$ cat src/design/tcdm_pkg.sv
// word width is fixed at 32 bits and the adapter is built for that width only
// op codes 10 to 15 are reserved and must not be issued by the core
package tcdm_pkg;

  // ------------------------------------------------------------
  // data path widths
  // ------------------------------------------------------------

  // one bank word
  localparam int unsigned DataWidth = 32;

  // one enable per byte of the word
  localparam int unsigned BeWidth = DataWidth / 8;

  // width of the atomic op code field on the core side
  localparam int unsigned AmoWidth = 4;

  // ------------------------------------------------------------
  // atomic op codes
  // ------------------------------------------------------------

  // none marks a plain load or store
  // swap to minu are read-modify-write atomics returning the old word
  typedef enum logic [AmoWidth-1:0] {
    amo_none = 4'h0,
    amo_swap = 4'h1,
    amo_add  = 4'h2,
    amo_and  = 4'h3,
    amo_or   = 4'h4,
    amo_xor  = 4'h5,
    amo_max  = 4'h6,
    amo_maxu = 4'h7,
    amo_min  = 4'h8,
    amo_minu = 4'h9
  } amo_op_e;

endpackage

$ cat src/design/amo_alu.sv
// purely combinational, result is valid in the cycle the old word arrives
// reserved op codes and amo_none give an all-zero result
`timescale 1ns/1ps

module amo_alu (
  input  tcdm_pkg::amo_op_e                amo_op_i,
  input  logic [tcdm_pkg::DataWidth-1:0]   operand_mem_i,
  input  logic [tcdm_pkg::DataWidth-1:0]   operand_req_i,
  output logic [tcdm_pkg::DataWidth-1:0]   result_o
);

  // ------------------------------------------------------------
  // shared adder
  // ------------------------------------------------------------

  // one bit wider than the word so the compare sign is never lost
  logic [tcdm_pkg::DataWidth:0] adder_a;
  logic [tcdm_pkg::DataWidth:0] adder_b;
  logic [tcdm_pkg::DataWidth:0] adder_sum;

  // subtract for all compare ops
  logic sub;
  // sign extend for max and min, zero extend for maxu and minu
  logic signed_cmp;
  // memory word is smaller than the request operand
  logic mem_less;

  always_comb begin
    sub        = amo_op_i inside {tcdm_pkg::amo_max, tcdm_pkg::amo_min,
                                  tcdm_pkg::amo_maxu, tcdm_pkg::amo_minu};
    signed_cmp = amo_op_i inside {tcdm_pkg::amo_max, tcdm_pkg::amo_min};

    // extension bit is the msb for signed compares, else zero
    adder_a = {signed_cmp & operand_mem_i[tcdm_pkg::DataWidth-1], operand_mem_i};
    adder_b = {signed_cmp & operand_req_i[tcdm_pkg::DataWidth-1], operand_req_i};

    // two's complement of b via inversion plus carry in
    if (sub) begin
      adder_b = ~adder_b;
    end
  end

  assign adder_sum = adder_a + adder_b + {{tcdm_pkg::DataWidth{1'b0}}, sub};

  // the 33 bit difference always fits, so its top bit is the sign
  assign mem_less = adder_sum[tcdm_pkg::DataWidth];

  // ------------------------------------------------------------
  // result select
  // ------------------------------------------------------------

  always_comb begin
    case (amo_op_i)
      // new word is just the request operand
      tcdm_pkg::amo_swap: result_o = operand_req_i;
      // sum wraps modulo 2^32
      tcdm_pkg::amo_add:  result_o = adder_sum[tcdm_pkg::DataWidth-1:0];
      tcdm_pkg::amo_and:  result_o = operand_mem_i & operand_req_i;
      tcdm_pkg::amo_or:   result_o = operand_mem_i | operand_req_i;
      tcdm_pkg::amo_xor:  result_o = operand_mem_i ^ operand_req_i;
      // keep the larger one
      tcdm_pkg::amo_max,
      tcdm_pkg::amo_maxu: result_o = mem_less ? operand_req_i : operand_mem_i;
      // keep the smaller one
      tcdm_pkg::amo_min,
      tcdm_pkg::amo_minu: result_o = mem_less ? operand_mem_i : operand_req_i;
      default:            result_o = '0;
    endcase
  end

endmodule

$ cat src/design/amo_sequencer.sv
// expects exclusive bank access, atomics block the core side until write-back
// RegisterAmo adds one cycle of atomic latency to cut the read-to-write path
`timescale 1ns/1ps

module amo_sequencer #(
  parameter int unsigned AddrWidth   = 32,
  parameter bit          RegisterAmo = 1'b0
) (
  input  logic                           clk_i,
  input  logic                           rst_ni,
  // core request side
  input  logic                           in_valid_i,
  input  logic [AddrWidth-1:0]           in_address_i,
  input  tcdm_pkg::amo_op_e              in_amo_i,
  input  logic                           in_write_i,
  input  logic [tcdm_pkg::DataWidth-1:0] in_wdata_i,
  input  logic [tcdm_pkg::BeWidth-1:0]   in_be_i,
  output logic                           in_ready_o,
  // from response path and alu
  input  logic                           resp_stall_i,
  input  logic [tcdm_pkg::DataWidth-1:0] amo_result_i,
  // to response path and alu
  output logic                           rd_issue_o,
  output tcdm_pkg::amo_op_e              amo_op_o,
  output logic [tcdm_pkg::DataWidth-1:0] amo_operand_o,
  // bank side
  output logic                           out_req_o,
  output logic [AddrWidth-1:0]           out_add_o,
  output logic                           out_write_o,
  output logic [tcdm_pkg::DataWidth-1:0] out_wdata_o,
  output logic [tcdm_pkg::BeWidth-1:0]   out_be_o
);

  typedef enum logic [1:0] {
    st_idle,
    st_do_amo,
    st_write_back
  } state_e;

  state_e state_q, state_d;

  // latched atomic request
  tcdm_pkg::amo_op_e              amo_op_q;
  logic [AddrWidth-1:0]           addr_q;
  logic [tcdm_pkg::DataWidth-1:0] operand_q;

  logic                           load_amo;
  // bank is taken by the atomic write-back this cycle
  logic                           claim_bank;
  // word written back by the atomic
  logic [tcdm_pkg::DataWidth-1:0] wb_data;

  // ------------------------------------------------------------
  // write-back data
  // ------------------------------------------------------------

  if (RegisterAmo) begin : gen_amo_reg
    logic [tcdm_pkg::DataWidth-1:0] amo_result_q;

    // old word arrives in do_amo, result is held for the next cycle
    always_ff @(posedge clk_i) begin
      if (state_q == st_do_amo) begin
        amo_result_q <= amo_result_i;
      end
    end

    assign wb_data    = amo_result_q;
    assign claim_bank = (state_q == st_write_back);
  end else begin : gen_amo_comb
    // write straight from the alu in the cycle the old word arrives
    assign wb_data    = amo_result_i;
    assign claim_bank = (state_q == st_do_amo);
  end

  // ------------------------------------------------------------
  // request path and fsm
  // ------------------------------------------------------------

  always_comb begin
    // requests pass through to the bank by default
    in_ready_o  = !resp_stall_i;
    out_req_o   = in_valid_i && !resp_stall_i;
    out_add_o   = in_address_i;
    out_write_o = in_write_i;
    out_wdata_o = in_wdata_i;
    out_be_o    = in_be_i;
    state_d     = state_q;
    load_amo    = 1'b0;

    case (state_q)
      st_idle: begin
        // atomic accepted, its read goes out now
        if (out_req_o && !in_write_i && (in_amo_i != tcdm_pkg::amo_none)) begin
          load_amo = 1'b1;
          state_d  = st_do_amo;
        end
      end
      st_do_amo: begin
        in_ready_o = 1'b0;
        out_req_o  = 1'b0;
        state_d    = RegisterAmo ? st_write_back : st_idle;
      end
      st_write_back: begin
        in_ready_o = 1'b0;
        out_req_o  = 1'b0;
        state_d    = st_idle;
      end
      default: state_d = st_idle;
    endcase

    // atomic commit is always a full word write
    if (claim_bank) begin
      out_req_o   = 1'b1;
      out_write_o = 1'b1;
      out_add_o   = addr_q;
      out_wdata_o = wb_data;
      out_be_o    = '1;
    end
  end

  // every accepted load or atomic reads the bank this cycle
  assign rd_issue_o = in_valid_i && in_ready_o && !in_write_i;

  always_ff @(posedge clk_i or negedge rst_ni) begin
    if (!rst_ni) begin
      state_q  <= st_idle;
      amo_op_q <= tcdm_pkg::amo_none;
    end else begin
      state_q <= state_d;
      if (load_amo) begin
        amo_op_q <= in_amo_i;
      end
    end
  end

  // address and operand only matter while the fsm is busy
  always_ff @(posedge clk_i) begin
    if (load_amo) begin
      addr_q    <= in_address_i;
      operand_q <= in_wdata_i;
    end
  end

  assign amo_op_o      = amo_op_q;
  assign amo_operand_o = operand_q;

endmodule

$ cat src/design/resp_buffer.sv
// bank data must arrive exactly one cycle after rd_issue_i
// holds at most one waiting word, the request side stalls while it waits
`timescale 1ns/1ps

module resp_buffer #(
  parameter int unsigned MetaWidth = 8
) (
  input  logic                           clk_i,
  input  logic                           rst_ni,
  // request side
  input  logic                           rd_issue_i,
  input  logic [MetaWidth-1:0]           in_meta_i,
  // bank read data
  input  logic [tcdm_pkg::DataWidth-1:0] out_rdata_i,
  // core response side
  input  logic                           in_ready_i,
  output logic                           in_valid_o,
  output logic [tcdm_pkg::DataWidth-1:0] in_rdata_o,
  output logic [MetaWidth-1:0]           in_meta_o,
  output logic                           resp_stall_o
);

  // bank word is on out_rdata_i this cycle
  logic                           gnt_q;

  // two-entry tag fifo
  logic [MetaWidth-1:0]           meta_q [2];
  logic                           meta_wr_ptr_q;
  logic                           meta_rd_ptr_q;
  logic [1:0]                     meta_cnt_q;
  logic                           meta_valid;

  // one-entry fall-through register for the word
  logic                           rdata_full_q;
  logic [tcdm_pkg::DataWidth-1:0] rdata_q;
  logic                           rdata_valid;

  logic                           pop_resp;

  // ------------------------------------------------------------
  // grant
  // ------------------------------------------------------------

  always_ff @(posedge clk_i or negedge rst_ni) begin
    if (!rst_ni) begin
      gnt_q <= 1'b0;
    end else begin
      gnt_q <= rd_issue_i;
    end
  end

  // ------------------------------------------------------------
  // tag fifo
  // ------------------------------------------------------------

  always_ff @(posedge clk_i or negedge rst_ni) begin
    if (!rst_ni) begin
      meta_wr_ptr_q <= 1'b0;
      meta_rd_ptr_q <= 1'b0;
      meta_cnt_q    <= 2'd0;
    end else begin
      if (rd_issue_i) begin
        meta_wr_ptr_q <= ~meta_wr_ptr_q;
      end
      if (pop_resp) begin
        meta_rd_ptr_q <= ~meta_rd_ptr_q;
      end
      // push and pop together leave the count unchanged
      case ({rd_issue_i, pop_resp})
        2'b10:   meta_cnt_q <= meta_cnt_q + 2'd1;
        2'b01:   meta_cnt_q <= meta_cnt_q - 2'd1;
        default: meta_cnt_q <= meta_cnt_q;
      endcase
    end
  end

  always_ff @(posedge clk_i) begin
    if (rd_issue_i) begin
      meta_q[meta_wr_ptr_q] <= in_meta_i;
    end
  end

  assign meta_valid = (meta_cnt_q != 2'd0);
  assign in_meta_o  = meta_q[meta_rd_ptr_q];

  // ------------------------------------------------------------
  // read data register
  // ------------------------------------------------------------

  // keep the word only if the core does not take it at once
  always_ff @(posedge clk_i or negedge rst_ni) begin
    if (!rst_ni) begin
      rdata_full_q <= 1'b0;
    end else if (rdata_full_q) begin
      if (pop_resp) begin
        rdata_full_q <= 1'b0;
      end
    end else if (gnt_q && !pop_resp) begin
      rdata_full_q <= 1'b1;
    end
  end

  always_ff @(posedge clk_i) begin
    if (!rdata_full_q && gnt_q) begin
      rdata_q <= out_rdata_i;
    end
  end

  assign rdata_valid = rdata_full_q || gnt_q;
  assign in_rdata_o  = rdata_full_q ? rdata_q : out_rdata_i;

  // ------------------------------------------------------------
  // handshake
  // ------------------------------------------------------------

  // word always lands after its tag, so both must be present
  assign in_valid_o   = meta_valid && rdata_valid;
  assign pop_resp     = in_valid_o && in_ready_i;
  assign resp_stall_o = in_valid_o && !in_ready_i;

endmodule

$ cat src/design/tcdm_adapter.sv
// needs sole access to one single-port bank with one-cycle read latency
// no lr/sc support, those op codes must never be issued
`timescale 1ns/1ps

module tcdm_adapter #(
  parameter int unsigned AddrWidth   = 32,
  parameter int unsigned MetaWidth   = 8,
  parameter bit          RegisterAmo = 1'b0
) (
  input  logic                           clk_i,
  input  logic                           rst_ni,
  // core request
  input  logic                           in_valid_i,
  output logic                           in_ready_o,
  input  logic [AddrWidth-1:0]           in_address_i,
  input  tcdm_pkg::amo_op_e              in_amo_i,
  input  logic                           in_write_i,
  input  logic [tcdm_pkg::DataWidth-1:0] in_wdata_i,
  input  logic [MetaWidth-1:0]           in_meta_i,
  input  logic [tcdm_pkg::BeWidth-1:0]   in_be_i,
  // core response
  output logic                           in_valid_o,
  input  logic                           in_ready_i,
  output logic [tcdm_pkg::DataWidth-1:0] in_rdata_o,
  output logic [MetaWidth-1:0]           in_meta_o,
  // bank
  output logic                           out_req_o,
  output logic [AddrWidth-1:0]           out_add_o,
  output logic                           out_write_o,
  output logic [tcdm_pkg::DataWidth-1:0] out_wdata_o,
  output logic [tcdm_pkg::BeWidth-1:0]   out_be_o,
  input  logic [tcdm_pkg::DataWidth-1:0] out_rdata_i
);

  logic                           rd_issue;
  logic                           resp_stall;
  tcdm_pkg::amo_op_e              amo_op;
  logic [tcdm_pkg::DataWidth-1:0] amo_operand;
  logic [tcdm_pkg::DataWidth-1:0] amo_result;

  // request path and atomic fsm
  amo_sequencer #(
    .AddrWidth  (AddrWidth),
    .RegisterAmo(RegisterAmo)
  ) u_amo_sequencer (
    .clk_i        (clk_i),
    .rst_ni       (rst_ni),
    .in_valid_i   (in_valid_i),
    .in_address_i (in_address_i),
    .in_amo_i     (in_amo_i),
    .in_write_i   (in_write_i),
    .in_wdata_i   (in_wdata_i),
    .in_be_i      (in_be_i),
    .in_ready_o   (in_ready_o),
    .resp_stall_i (resp_stall),
    .amo_result_i (amo_result),
    .rd_issue_o   (rd_issue),
    .amo_op_o     (amo_op),
    .amo_operand_o(amo_operand),
    .out_req_o    (out_req_o),
    .out_add_o    (out_add_o),
    .out_write_o  (out_write_o),
    .out_wdata_o  (out_wdata_o),
    .out_be_o     (out_be_o)
  );

  // old word comes straight from the bank
  amo_alu u_amo_alu (
    .amo_op_i     (amo_op),
    .operand_mem_i(out_rdata_i),
    .operand_req_i(amo_operand),
    .result_o     (amo_result)
  );

  // response path
  resp_buffer #(
    .MetaWidth(MetaWidth)
  ) u_resp_buffer (
    .clk_i       (clk_i),
    .rst_ni      (rst_ni),
    .rd_issue_i  (rd_issue),
    .in_meta_i   (in_meta_i),
    .out_rdata_i (out_rdata_i),
    .in_ready_i  (in_ready_i),
    .in_valid_o  (in_valid_o),
    .in_rdata_o  (in_rdata_o),
    .in_meta_o   (in_meta_o),
    .resp_stall_o(resp_stall)
  );

endmodule

$ cat config.mk
export PLATFORM = sky130hd
export DESIGN_NAME = tcdm_adapter
export DESIGN_NICKNAME = d
export VERILOG_FILES = /design/src/design/tcdm_pkg.sv /design/src/design/amo_alu.sv /design/src/design/amo_sequencer.sv /design/src/design/resp_buffer.sv /design/src/design/tcdm_adapter.sv
export SDC_FILE = /design/constraint.sdc
export NUM_CORES = 1
export LEC_CHECK = 0
export ABC_AREA = 0
export BUFFER_PORTS_ARGS = -buffer_cell sky130_fd_sc_hd__buf_2
export CAP_MARGIN = 20
export CORE_MARGIN = 2
export CORE_UTILIZATION = 50
export DETAILED_ROUTE_END_ITERATION = 12
export GPL_ROUTABILITY_DRIVEN = 0
export PLACE_DENSITY_LB_ADDON = 0.12
export SLEW_MARGIN = 0
export SYNTH_ARGS = -nofsm -noshare
export SYNTH_HDL_FRONTEND = slang
export SYNTH_HIERARCHICAL = 1
export SYNTH_SLANG_ARGS = --single-unit
$ cat constraint.sdc
create_clock -name clk_i -period 7.76 [get_ports clk_i]
set_clock_uncertainty 0.2 [all_clocks]
set_input_delay 0.776 -clock clk_i [delete_from_list [all_inputs] [get_ports clk_i]]
set_output_delay 0.776 -clock clk_i [all_outputs]
set_load 0.01 [all_outputs]
* Yosys cells after proc, flatten, opt, wreduce, memory -nomap -nowiden
Memories as Yosys holds them, arrays and structs flattened.
Index checks and enable logic that the tools add are counted.
** Cells by class
- $add $sub $neg :: 4
- Equality and inequality tests :: 14
- Muxes and demuxes :: 22
- Bitwise logic cells :: 8
- Reduce and logical (&&, ||, !) cells :: 25
** Operators with widths (count)
- 32-bit case mux with 7 select lines :: 1
- 32-bit two-way mux :: 5
- 33-bit by 1-bit adder with 33-bit output :: 1
- 33-bit adder :: 1
- 33-bit two-way mux :: 1
- 33-bit inverter :: 1
- 32-bit AND :: 1
- 32-bit bitwise OR :: 1
- 32-bit bitwise XOR :: 1
- 4-bit by 3-bit equality test with 1-bit output, second input constant :: 4
- 1-bit two-way mux :: 11
- 1-bit logical AND :: 10
- 4-bit by 2-bit equality test with 1-bit output, second input constant :: 2
- 4-bit equality test, second input constant :: 2
- 4-bit nonzero test :: 2
- 2-bit nonzero test :: 3
- 2-bit OR reduction :: 3
- 1-bit zero test :: 5
- 2-bit by 1-bit equality test with 1-bit output, second input constant :: 2
- 2-bit equality test, second input constant :: 2
- 4-bit by 1-bit equality test with 1-bit output, second input constant :: 1
- 2-bit two-way mux :: 2
- 4-bit two-way mux :: 1
- 2-bit case mux with 2 select lines :: 1
- 7 further kinds :: 9
** Word-level totals
- Register bits after elaboration :: 108
- RAM bits :: 16
- Bits of input ports :: 117
- Output and inout port bits :: 112
- Word-level logic and storage cells :: 84
- Memories :: 1
** Memories
- u_resp_buffer.meta_q :: words 2, width 8, read ports 1, clocked after memory_dff 0, wr ports 1, RTL line resp_buffer.sv:27 : logic [MetaWidth-1:0] meta_q [2];

* Depth between registers and ports, before layout
Gate-level depths: netlist of run 1.
- Word-level depth :: 10
- Gate-level depth with buffers :: 19
- Gate-level depth less buffers :: 16

* Cells and area by module
Netlist of run 1, hierarchy kept.
** Modules (own cells, without submodules)
- amo_alu :: instances 1, cells each 609, area an instance 4498.1 um^2, seq. area each 0.0 um^2
- amo_sequencer :: instances 1, cells each 161, area an instance 2982.9 um^2, seq. area each 2047.0 um^2
- resp_buffer :: instances 1, cells each 119, area an instance 2239.6 um^2, seq. area each 1591.5 um^2

* Worst setup path after synthesis of run 1
No wires, ideal clock.
- Path kind :: register -> output
- From :: register u_amo_sequencer.amo_op_q[1], in the netlist u_amo_sequencer/amo_op_o[1]
- To :: output port out_wdata_o[7] (netlist name)
- Arrival :: 4088 ps
- Required time :: 6784 ps
- Setup slack :: 2696 ps
- Stages on the path, launching flop included :: 19
- Path buffers :: 3
- Cells stage by stage :: dfrtp_1 > buf_2 > nor2_1 > nand2_1 > nand2_1 > buf_1 > xnor2_1 > ha_1 > nor2b_1 > o2111ai_1 > and4b_1 > o31ai_4 > a21o_2 > mux2i_1 > o211ai_2 > buf_4 > a221oi_1 > o21ai_0 > mux2_2
** Between the ends
- Longest elaborated chain between the ends :: 10
- Elaborated cells between the ends (all ways) :: 23
- Classes of those cells :: add/sub: 2; eq/ne: 9; mux: 5; bitwise: 3; reduce/logical: 4
** Ends and longest elaborated chain
- start: declaration :: RTL line amo_sequencer.sv:43 : tcdm_pkg::amo_op_e amo_op_q;
- start signal: assignment :: RTL line amo_sequencer.sv:127 : amo_op_q <= tcdm_pkg::amo_none;
- start signal: assignment :: RTL line amo_sequencer.sv:131 : amo_op_q <= in_amo_i;
- 4-bit by 3-bit equality test with 1-bit output / 4-bit equality test (equally long branches) :: RTL line amo_alu.sv:29, amo_alu.sv:31, amo_alu.sv:53
- 2-bit nonzero test :: RTL line amo_alu.sv:31 : signed_cmp = amo_op_i inside {tcdm_pkg::amo_max, tcdm_pkg::amo_min};
- 1-bit AND :: RTL line amo_alu.sv:35 : adder_b = {signed_cmp & operand_req_i[tcdm_pkg::DataWidth-1], operand_req_i};
- 33-bit inverter :: RTL line amo_alu.sv:39 : adder_b = ~adder_b;
- 33-bit two-way mux :: RTL line amo_alu.sv:38 : if (sub) begin
- 33-bit adder :: RTL line amo_alu.sv:43 : assign adder_sum = adder_a + adder_b + {{tcdm_pkg::DataWidth{1'b0}}, sub};
- 33-bit by 1-bit adder with 33-bit output :: RTL line amo_alu.sv:43
- 32-bit two-way mux (on tied branches) :: RTL line amo_alu.sv:66, amo_alu.sv:63
- 32-bit case mux with 7 select lines * :: RTL line amo_alu.sv:53 : case (amo_op_i)
- net amo_result, one bit :: RTL line tcdm_adapter.sv:39 : logic [tcdm_pkg::DataWidth-1:0] amo_result;
- 32-bit two-way mux * :: RTL line amo_sequencer.sv:112 : if (claim_bank) begin
- end: declaration :: RTL line tcdm_adapter.sv:30 : output logic [tcdm_pkg::DataWidth-1:0] out_wdata_o,
Mark *: on every way through the listed nets, which the timed path passes. The rest lies on a longest branch.

* Worst setup path in the final report of run 1
- From :: register u_amo_sequencer.amo_op_q[1], in the netlist u_amo_sequencer/amo_op_o[1]
- To :: output port out_wdata_o[19] (netlist name)
The elaborated chain is that of the path after synthesis.

==> metrics.log, run 1 <==
INFO  metric timing.final.crit_share = 87.5%
INFO  metric chipHeight = 143 µm
INFO  metric global_route.usage.met2 = 38.3%
INFO  metric busiest_layer = met2
INFO  metric worstMarginPinSlew = 1.07 ns
INFO  metric globalRouteMet1Util = 32.0%
INFO  metric proportion_of_synthesized_chip_area_in_sequential_cells = 37.4%
INFO  metric slew_headroom = 28.8%
INFO  metric design_power_total = 3980 µW
INFO  metric synth_most_common_cell = edfxtp_1
INFO  metric rsz0062_at_grt = no
INFO  metric cts_root_buffer = clkbuf_16
INFO  metric worst-endpoint-required = 6.78 ns
INFO  metric hold_ws = 0.0361 ns
INFO  metric holdBufCountCts = 0
INFO  metric floorplan.die.width = 143 µm
INFO  metric synth_top_cell_by_area = edfxtp_1
INFO  metric placement.io_buffers = 228
INFO  metric criticalPathCategory = flop to primary output
INFO  metric grt_overflow = 0
INFO  metric ir_drop = 183 µV
INFO  metric power.leakage = 0.00508 µW
INFO  metric synth.net_count = 1102
INFO  metric design.portCount = 229
INFO  metric via_count = 7781
INFO  metric ys.flop_type = edfxtp_1
INFO  metric number_of_drc_violations_after_detailed_routing_iteration_0 = 513
INFO  metric drcViolationCount = 0
INFO  metric achievable-frequency = 147 MHz
INFO  metric first_pass_iters = 5
INFO  metric ys_seq_elements = 123
INFO  metric final_nets = 1312
INFO  metric grt_first_pass_wirelength = 37.8 mm
INFO  metric ys_top_cells_by_count = 112 x edfxtp_1, 105 x mux2_2, 95 x ha_1
INFO  metric hold_viol = 0
INFO  metric run_status = finished, final reports clean
INFO  metric n_antenna_cell = 0
INFO  metric post_route_cells_drive_above_1_share = 37.2%
INFO  metric detail_route.vias_per_cell = 5.68
INFO  metric wl = 24.5 mm
INFO  metric routed_antenna_nets = 0
INFO  metric postLayoutSetupSlackWorst = 0.972 ns
INFO  metric syn_area_per_cell = 10.9 µm²
INFO  metric cts.reportedPaths.clkPinSlew = 0.06 ns
INFO  metric grt.total_usage = 23.3%
INFO  metric power-per-cell-area = 341 nW/µm²
INFO  metric post_synth_inst_count = 889
INFO  metric timing.final.max_slew_violations = 0
INFO  metric setup_total_negative_slack = 0 ns
INFO  metric effective_utilization_at_floorplan = 51.5%
INFO  metric synth.top_cells.by_area = edfxtp_1 35%, ha_1 12%, mux2_2 12%, xnor2_1 4.5%, a221o_1 3.5%
INFO  metric cp_max_fo = 21
INFO  metric hold_path.class = primary input to asynchronous set/reset pin
INFO  metric dp_hpwl = 17.4 mm
INFO  metric timing.final.setup_violations = 0
INFO  metric dp_worst_setup_slack = 1.48 ns
INFO  metric post_synthesis_cell_type_count = 77
INFO  metric r2r_cells = 6
INFO  metric area_growth_from_synthesis_to_final_layout = 20.2%
INFO  metric timing.critical_path.arrival = 5.81 ns
INFO  metric antenna_violations_before_repair = 0
INFO  metric critical_path.startpoint_type = flop
INFO  metric yosys.area.top_type_share = 34.6%
INFO  metric clk_latency = 0.41 ns
INFO  metric layout_min_cycle_time = 6.79 ns
INFO  metric design.die.area = 20600 µm²
INFO  metric routed_wire_length_per_instance = 17.8 µm
INFO  metric fp.coreArea = 18900 µm²
INFO  metric max_cap_violations = 0
INFO  metric cts.repair_timing.setup_buffer_count = 0
INFO  metric row_count = 50
INFO  metric ys_warn_count = 6
INFO  metric synth_edf_count = 112
INFO  metric tritoncts.num_buffers = 17
INFO  metric cts_buffer_depth = 2
INFO  metric timing.critical_path.to_type = primary output
INFO  metric maximum_number_of_pins_on_one_net_before_global_route_repair = 72
INFO  metric cts_tree = yes
INFO  metric first_global_vias = 7381
INFO  metric grt_util_met3 = 3.97%
INFO  metric cell_area_after_synthesis = 9720 µm²
INFO  metric cts.htree.levels = 4
INFO  metric cts.sink_count = 123
INFO  metric postSynth.asyncResetShare = 8.94%
INFO  metric resized_gates_after_cts = 0
flip-flops by register name (all words and copies together) (netlist names):
signal                         count
u_amo_sequencer/addr_q            32
u_amo_sequencer/amo_op_o           4
u_amo_sequencer/amo_operand_o     32
u_amo_sequencer/state_q            1
u_resp_buffer/gnt_q                1
u_resp_buffer/meta_cnt_q           2
u_resp_buffer/meta_q              16
u_resp_buffer/meta_rd_ptr_q        1
u_resp_buffer/meta_wr_ptr_q        1
u_resp_buffer/rdata_full_q         1
u_resp_buffer/rdata_q             32
kinds of logic after synthesis:
group	synth area share (%)
AND/OR/NAND/NOR	7.39
multiplexers	12.7
adder cells (fa/ha/maj)	12.4
XOR/XNOR	5.50
AO/OA/AOI/OAI	19.1
flip-flops	37.4
buffers and inverters	5.47
layout by cell type (no fill, tap or decap), types with 7 or more instances in the layout:
cell,instances
xor2_1,11
a221oi_1,16
xnor2_1,50
nor2_1,37
edfxtp_1,112
a22oi_1,8
and3_1,7
a21o_1,21
dfrtp_1,9
o21ai_0,43
mux2_2,105
clkbuf_16,17
nand2_1,31
a21oi_1,39
ha_1,95
a221o_1,34
nand3_1,11
buf_2,228
inv_1,73
buf_4,11
or2_2,7
routing by layer:
metal	vias to the layer above	wire, µm
met5	-	0
met3	22	1290
met1	3718	11200
met4	0	342
met2	239	11700
li1	3802	-
through the flow:
step / cells / area, µm² / utilization, %
after floorplan: 889 / 9720 / -
after global placement: 1339 / 11000 / 58.5
after detailed placement: 1340 / 11100 / 58.5
after CTS: 1371 / 11700 / 61.9
after global routing: 1371 / 11700 / 61.9
final: 1371 / 11700 / 61.9
power breakdown:
group | switching (µW) | leakage (µW) | total (µW) | internal (µW)
combinational | 1220 | 0.00361 | 2200 | 979
sequential | 102 | 0.00117 | 913 | 811
clock | 323 | 0.000307 | 867 | 545
total | 1650 | 0.00508 | 3980 | 2340
path summary, 6_finish.rpt:
path	start	end	slack (ns)
max in group asynchronous	rst_ni	u_resp_buffer/rdata_full_q	7.07
min in group clk_i	u_resp_buffer/meta_wr_ptr_q	u_resp_buffer/meta_wr_ptr_q	0.28
worst min register to register	u_resp_buffer/meta_wr_ptr_q	u_resp_buffer/meta_wr_ptr_q	0.28
worst min-delay path	rst_ni	u_amo_sequencer/amo_op_o[0]	0.04
worst max register to register	u_resp_buffer/rdata_full_q	u_amo_sequencer/amo_operand_o[10]	4.20
worst max-delay path	u_amo_sequencer/amo_op_o[1]	out_wdata_o[19]	0.97
critical path: stages (launching register included):
cell and delay (ns):
dfrtp_1 0.57, nand3b_1 0.25, nand2_2 0.57, xnor2_1 0.22, inv_1 0.10, fa_1 0.41, nor2b_1 0.19, o2111ai_1 0.18
and4b_1 0.29, o31ai_4 0.38, a21o_2 0.25, mux2i_1 0.33, o211ai_2 0.41, nor2_2 0.57, o211ai_1 0.20, mux2_2 0.30
buf_2 0.14
area by class of cell:
cell class / count / area (µm²)
Sequential cell: 123 / 3640
Multi-Input combinational cell: 644 / 5580
Fill cell: 1592 / 7200
Tap cell: 260 / 325
Clock inverter: 14 / 209
Timing Repair Buffer: 240 / 1230
Inverter: 73 / 274
Clock buffer: 17 / 425
No activity file was read; power rests on OpenSTA's default activity.
==> run 2: changes to the inputs <==
--- a/config.mk
+++ b/config.mk
@@ -9,7 +9,7 @@
 export BUFFER_PORTS_ARGS = -buffer_cell sky130_fd_sc_hd__buf_2
 export CAP_MARGIN = 20
 export CORE_MARGIN = 2
-export CORE_UTILIZATION = 50
+export CORE_UTILIZATION = 40
 export DETAILED_ROUTE_END_ITERATION = 12
 export GPL_ROUTABILITY_DRIVEN = 0
 export PLACE_DENSITY_LB_ADDON = 0.12
==> metrics.log, run 2 (synthesis results as in run 1) <==
INFO  metric run_status = finished, final reports clean
INFO  metric hold_viol = 0 (unchanged)
INFO  metric p_sw_share = 42.3% (+0.96 points)
INFO  metric critical_path.startpoint_type = flop
INFO  metric clk_latency = 0.42 ns (about the same)
INFO  metric power_frac_seq = 23.2% (+0.3 points)
INFO  metric number_of_drc_violations_after_detailed_routing_iteration_0 = 402 (-22%)
INFO  metric cp_max_fo = 18 (-14%)
INFO  metric design.portCount = 229 (unchanged)
INFO  metric timing.final.setup_violations = 0 (unchanged)
INFO  metric fp.coreArea = 24100 µm² (+28%)
INFO  metric cts_buffer_depth = 2 (unchanged)
INFO  metric timing.critical_path.arrival = 5.42 ns (-0.39 ns)
INFO  metric globalRouteMet1Util = 26.8% (-5.2 points)
INFO  metric row_count = 57 (+14%)
INFO  metric tritoncts.num_buffers = 17 (unchanged)
INFO  metric resized_gates_after_cts = 0 (unchanged)
INFO  metric pwr-share-clk = 20.7% (-1.1 points)
INFO  metric cts_root_buffer = clkbuf_16
INFO  metric grt.total_usage = 20.1% (-3.2 points)
INFO  metric first_pass_iters = 5 (unchanged)
INFO  metric maximum_number_of_pins_on_one_net_before_global_route_repair = 72 (unchanged)
INFO  metric cts.reportedPaths.clkPinSlew = 0.06 ns (about the same)
INFO  metric switching_power = 1670 µW (+1.2%)
INFO  metric layout_common_cells = 228 x buf_2, 112 x edfxtp_1, 105 x mux2_2, 95 x ha_1, 73 x inv_1
INFO  metric cp-startpoint = u_amo_sequencer/amo_op_o[1]
INFO  metric grt_util_met3 = 3.19% (-0.77 points)
INFO  metric hold_path.class = primary input to asynchronous set/reset pin
INFO  metric placement.io_buffers = 228 (unchanged)
INFO  metric dpl_cell_area = 11100 µm² (+0.60%)
INFO  metric cts.sink_count = 123 (unchanged)
INFO  metric holdBufCountCts = 0 (unchanged)
INFO  metric layout_commonest_cell = buf_2
INFO  metric cts.repair_timing.setup_buffer_count = 0 (unchanged)
INFO  metric routed_antenna_nets = 0 (unchanged)
INFO  metric detail_route.vias_per_cell = 5.41 (-4.6%)
INFO  metric finalInstanceArea = 11700 µm² (+0.42%)
INFO  metric chipHeight = 160 µm (+11%)
INFO  metric antenna_violations_before_repair = 0 (unchanged)
INFO  metric drcViolationCount = 0 (unchanged)
INFO  metric dp_hpwl = 18.1 mm (+4.3%)
INFO  metric via_count = 7768 (-0.17%)
INFO  metric combinationalPowerShare = 56.1% (+0.8 points)
INFO  metric routed_wire_length_per_instance = 17.8 µm (about the same)
INFO  metric timing.critical_path.to_type = primary output
INFO  metric slew_headroom = 31.8% (+3.0 points)
INFO  metric r2r_cells = 6 (unchanged)
INFO  metric internal_power = 2270 µW (-2.7%)
INFO  metric area_growth_from_synthesis_to_final_layout = 20.7%
INFO  metric worst-endpoint-required = 6.78 ns (about the same)
INFO  metric worstMarginPinSlew = 1.02 ns (-0.0441 ns)
INFO  metric ir_drop = 142 µV (-22%)
INFO  metric setup_total_negative_slack = 0 ns (unchanged)
INFO  metric post_route_cells_drive_above_1_share = 37.2% (unchanged)
INFO  metric rsz0062_at_grt = no
INFO  metric cts_tree = yes
INFO  metric power.leakage = 0.00506 µW (-0.42%)
INFO  metric grt_overflow = 0 (unchanged)
INFO  metric power-per-cell-area = 336 nW/µm² (-1.5%)
INFO  metric wl = 25.6 mm (+4.6%)
INFO  metric achievable-frequency = 156 MHz (+6.2%)
INFO  metric busiest_layer = met2
INFO  metric timing.final.max_slew_violations = 0 (unchanged)
INFO  metric crit-reg2reg-launch = u_resp_buffer/rdata_full_q
INFO  metric global_route.usage.met2 = 33.8% (-4.5 points)
INFO  metric first_global_vias = 7750 (+5.0%)
INFO  metric grt_first_pass_wirelength = 41.2 mm (+9.1%)
INFO  metric cts.htree.levels = 4 (unchanged)
INFO  metric floorplan.die.width = 160 µm (+11%)
INFO  metric n_antenna_cell = 0 (unchanged)
INFO  metric effective_utilization_at_floorplan = 40.3% (-11 points)
INFO  metric timing.final.crit_share = 82.4% (-5.1 points)
INFO  metric layout_min_cycle_time = 6.39 ns (-0.394 ns)
INFO  metric max_cap_violations = 0 (unchanged)
INFO  metric criticalPathCategory = flop to primary output
INFO  metric final_nets = 1311 (-0.076%)
INFO  metric design.die.area = 25600 µm² (+24%)
==> run 2: cell type report <==
cell class	count	area (µm²)
fillers	2289	12400
multi-input cells	644	5580
flip-flops and latches	123	3640
repair buffers	239	1250
clock buffers	18	429
well taps	324	405
inverters	73	274
clock inverters	14	160
==> run 2: per-stage QoR <==
step / setup WS [ns] / total power (µW) / util [%] / cells / hold WS [ns]
2_1_floorplan: 2.70 / 2550 / - / 889 / 0.255
3_3_place_gp: 1.90 / 3120 / 46.1 / 1401 / 0.268
3_5_place_dp: 1.80 / 3130 / 46.1 / 1402 / 0.273
4_1_cts: 1.34 / 3970 / 48.6 / 1434 / 0.0247
5_1_grt: 0.868 / 4230 / 48.7 / 1435 / 0.0280
6_report: 1.37 / 3940 / 48.7 / 1435 / 0.0315
==> run 2: path summary, 6_finish.rpt <==
check                                                   end  slack, ns
setup reg to reg           u_amo_sequencer/amo_operand_o[8]       4.13
hold / removal                  u_amo_sequencer/amo_op_o[0]       0.03
min in group clk_i              u_resp_buffer/meta_wr_ptr_q       0.29
setup / recovery                            out_wdata_o[23]       1.37
hold reg to reg                 u_resp_buffer/meta_wr_ptr_q       0.29
max in group asynchronous        u_resp_buffer/rdata_full_q       7.09
==> run 2: critical path, stage by stage, from the launching register on <==
cell	delay, ns
dfrtp_1	0.58
nand3b_1	0.22
nand2_2	0.50
buf_4	0.39
xnor2_1	0.12
ha_1	0.39
and4_1	0.27
nand3_1	0.12
o311ai_1	0.45
a21o_2	0.21
mux2i_1	0.31
o211ai_2	0.26
buf_4	0.31
a221oi_1	0.28
o211ai_1	0.14
mux2_2	0.29
buf_2	0.14
==> run 2: layer usage <==
layer	part of all wire, %	vias to the layer above
met4	1.6	0
met2	47	209
met3	4.1	33
li1	-	3789
met5	0	-
met1	47	3737
==> run 2: power groups by stage <==
| stage | Sequential (µW) | Clock, µW | Combinational, µW |
|---|---|---|---|
| 3_3_place_gp | 927 | 0 | 2190 |
| 4_1_cts | 916 | 847 | 2210 |
| 5_1_grt | 931 | 868 | 2430 |
| 3_5_place_dp | 931 | 0 | 2200 |
| 2_1_floorplan | 859 | 0 | 1690 |
| 6_report | 913 | 818 | 2210 |
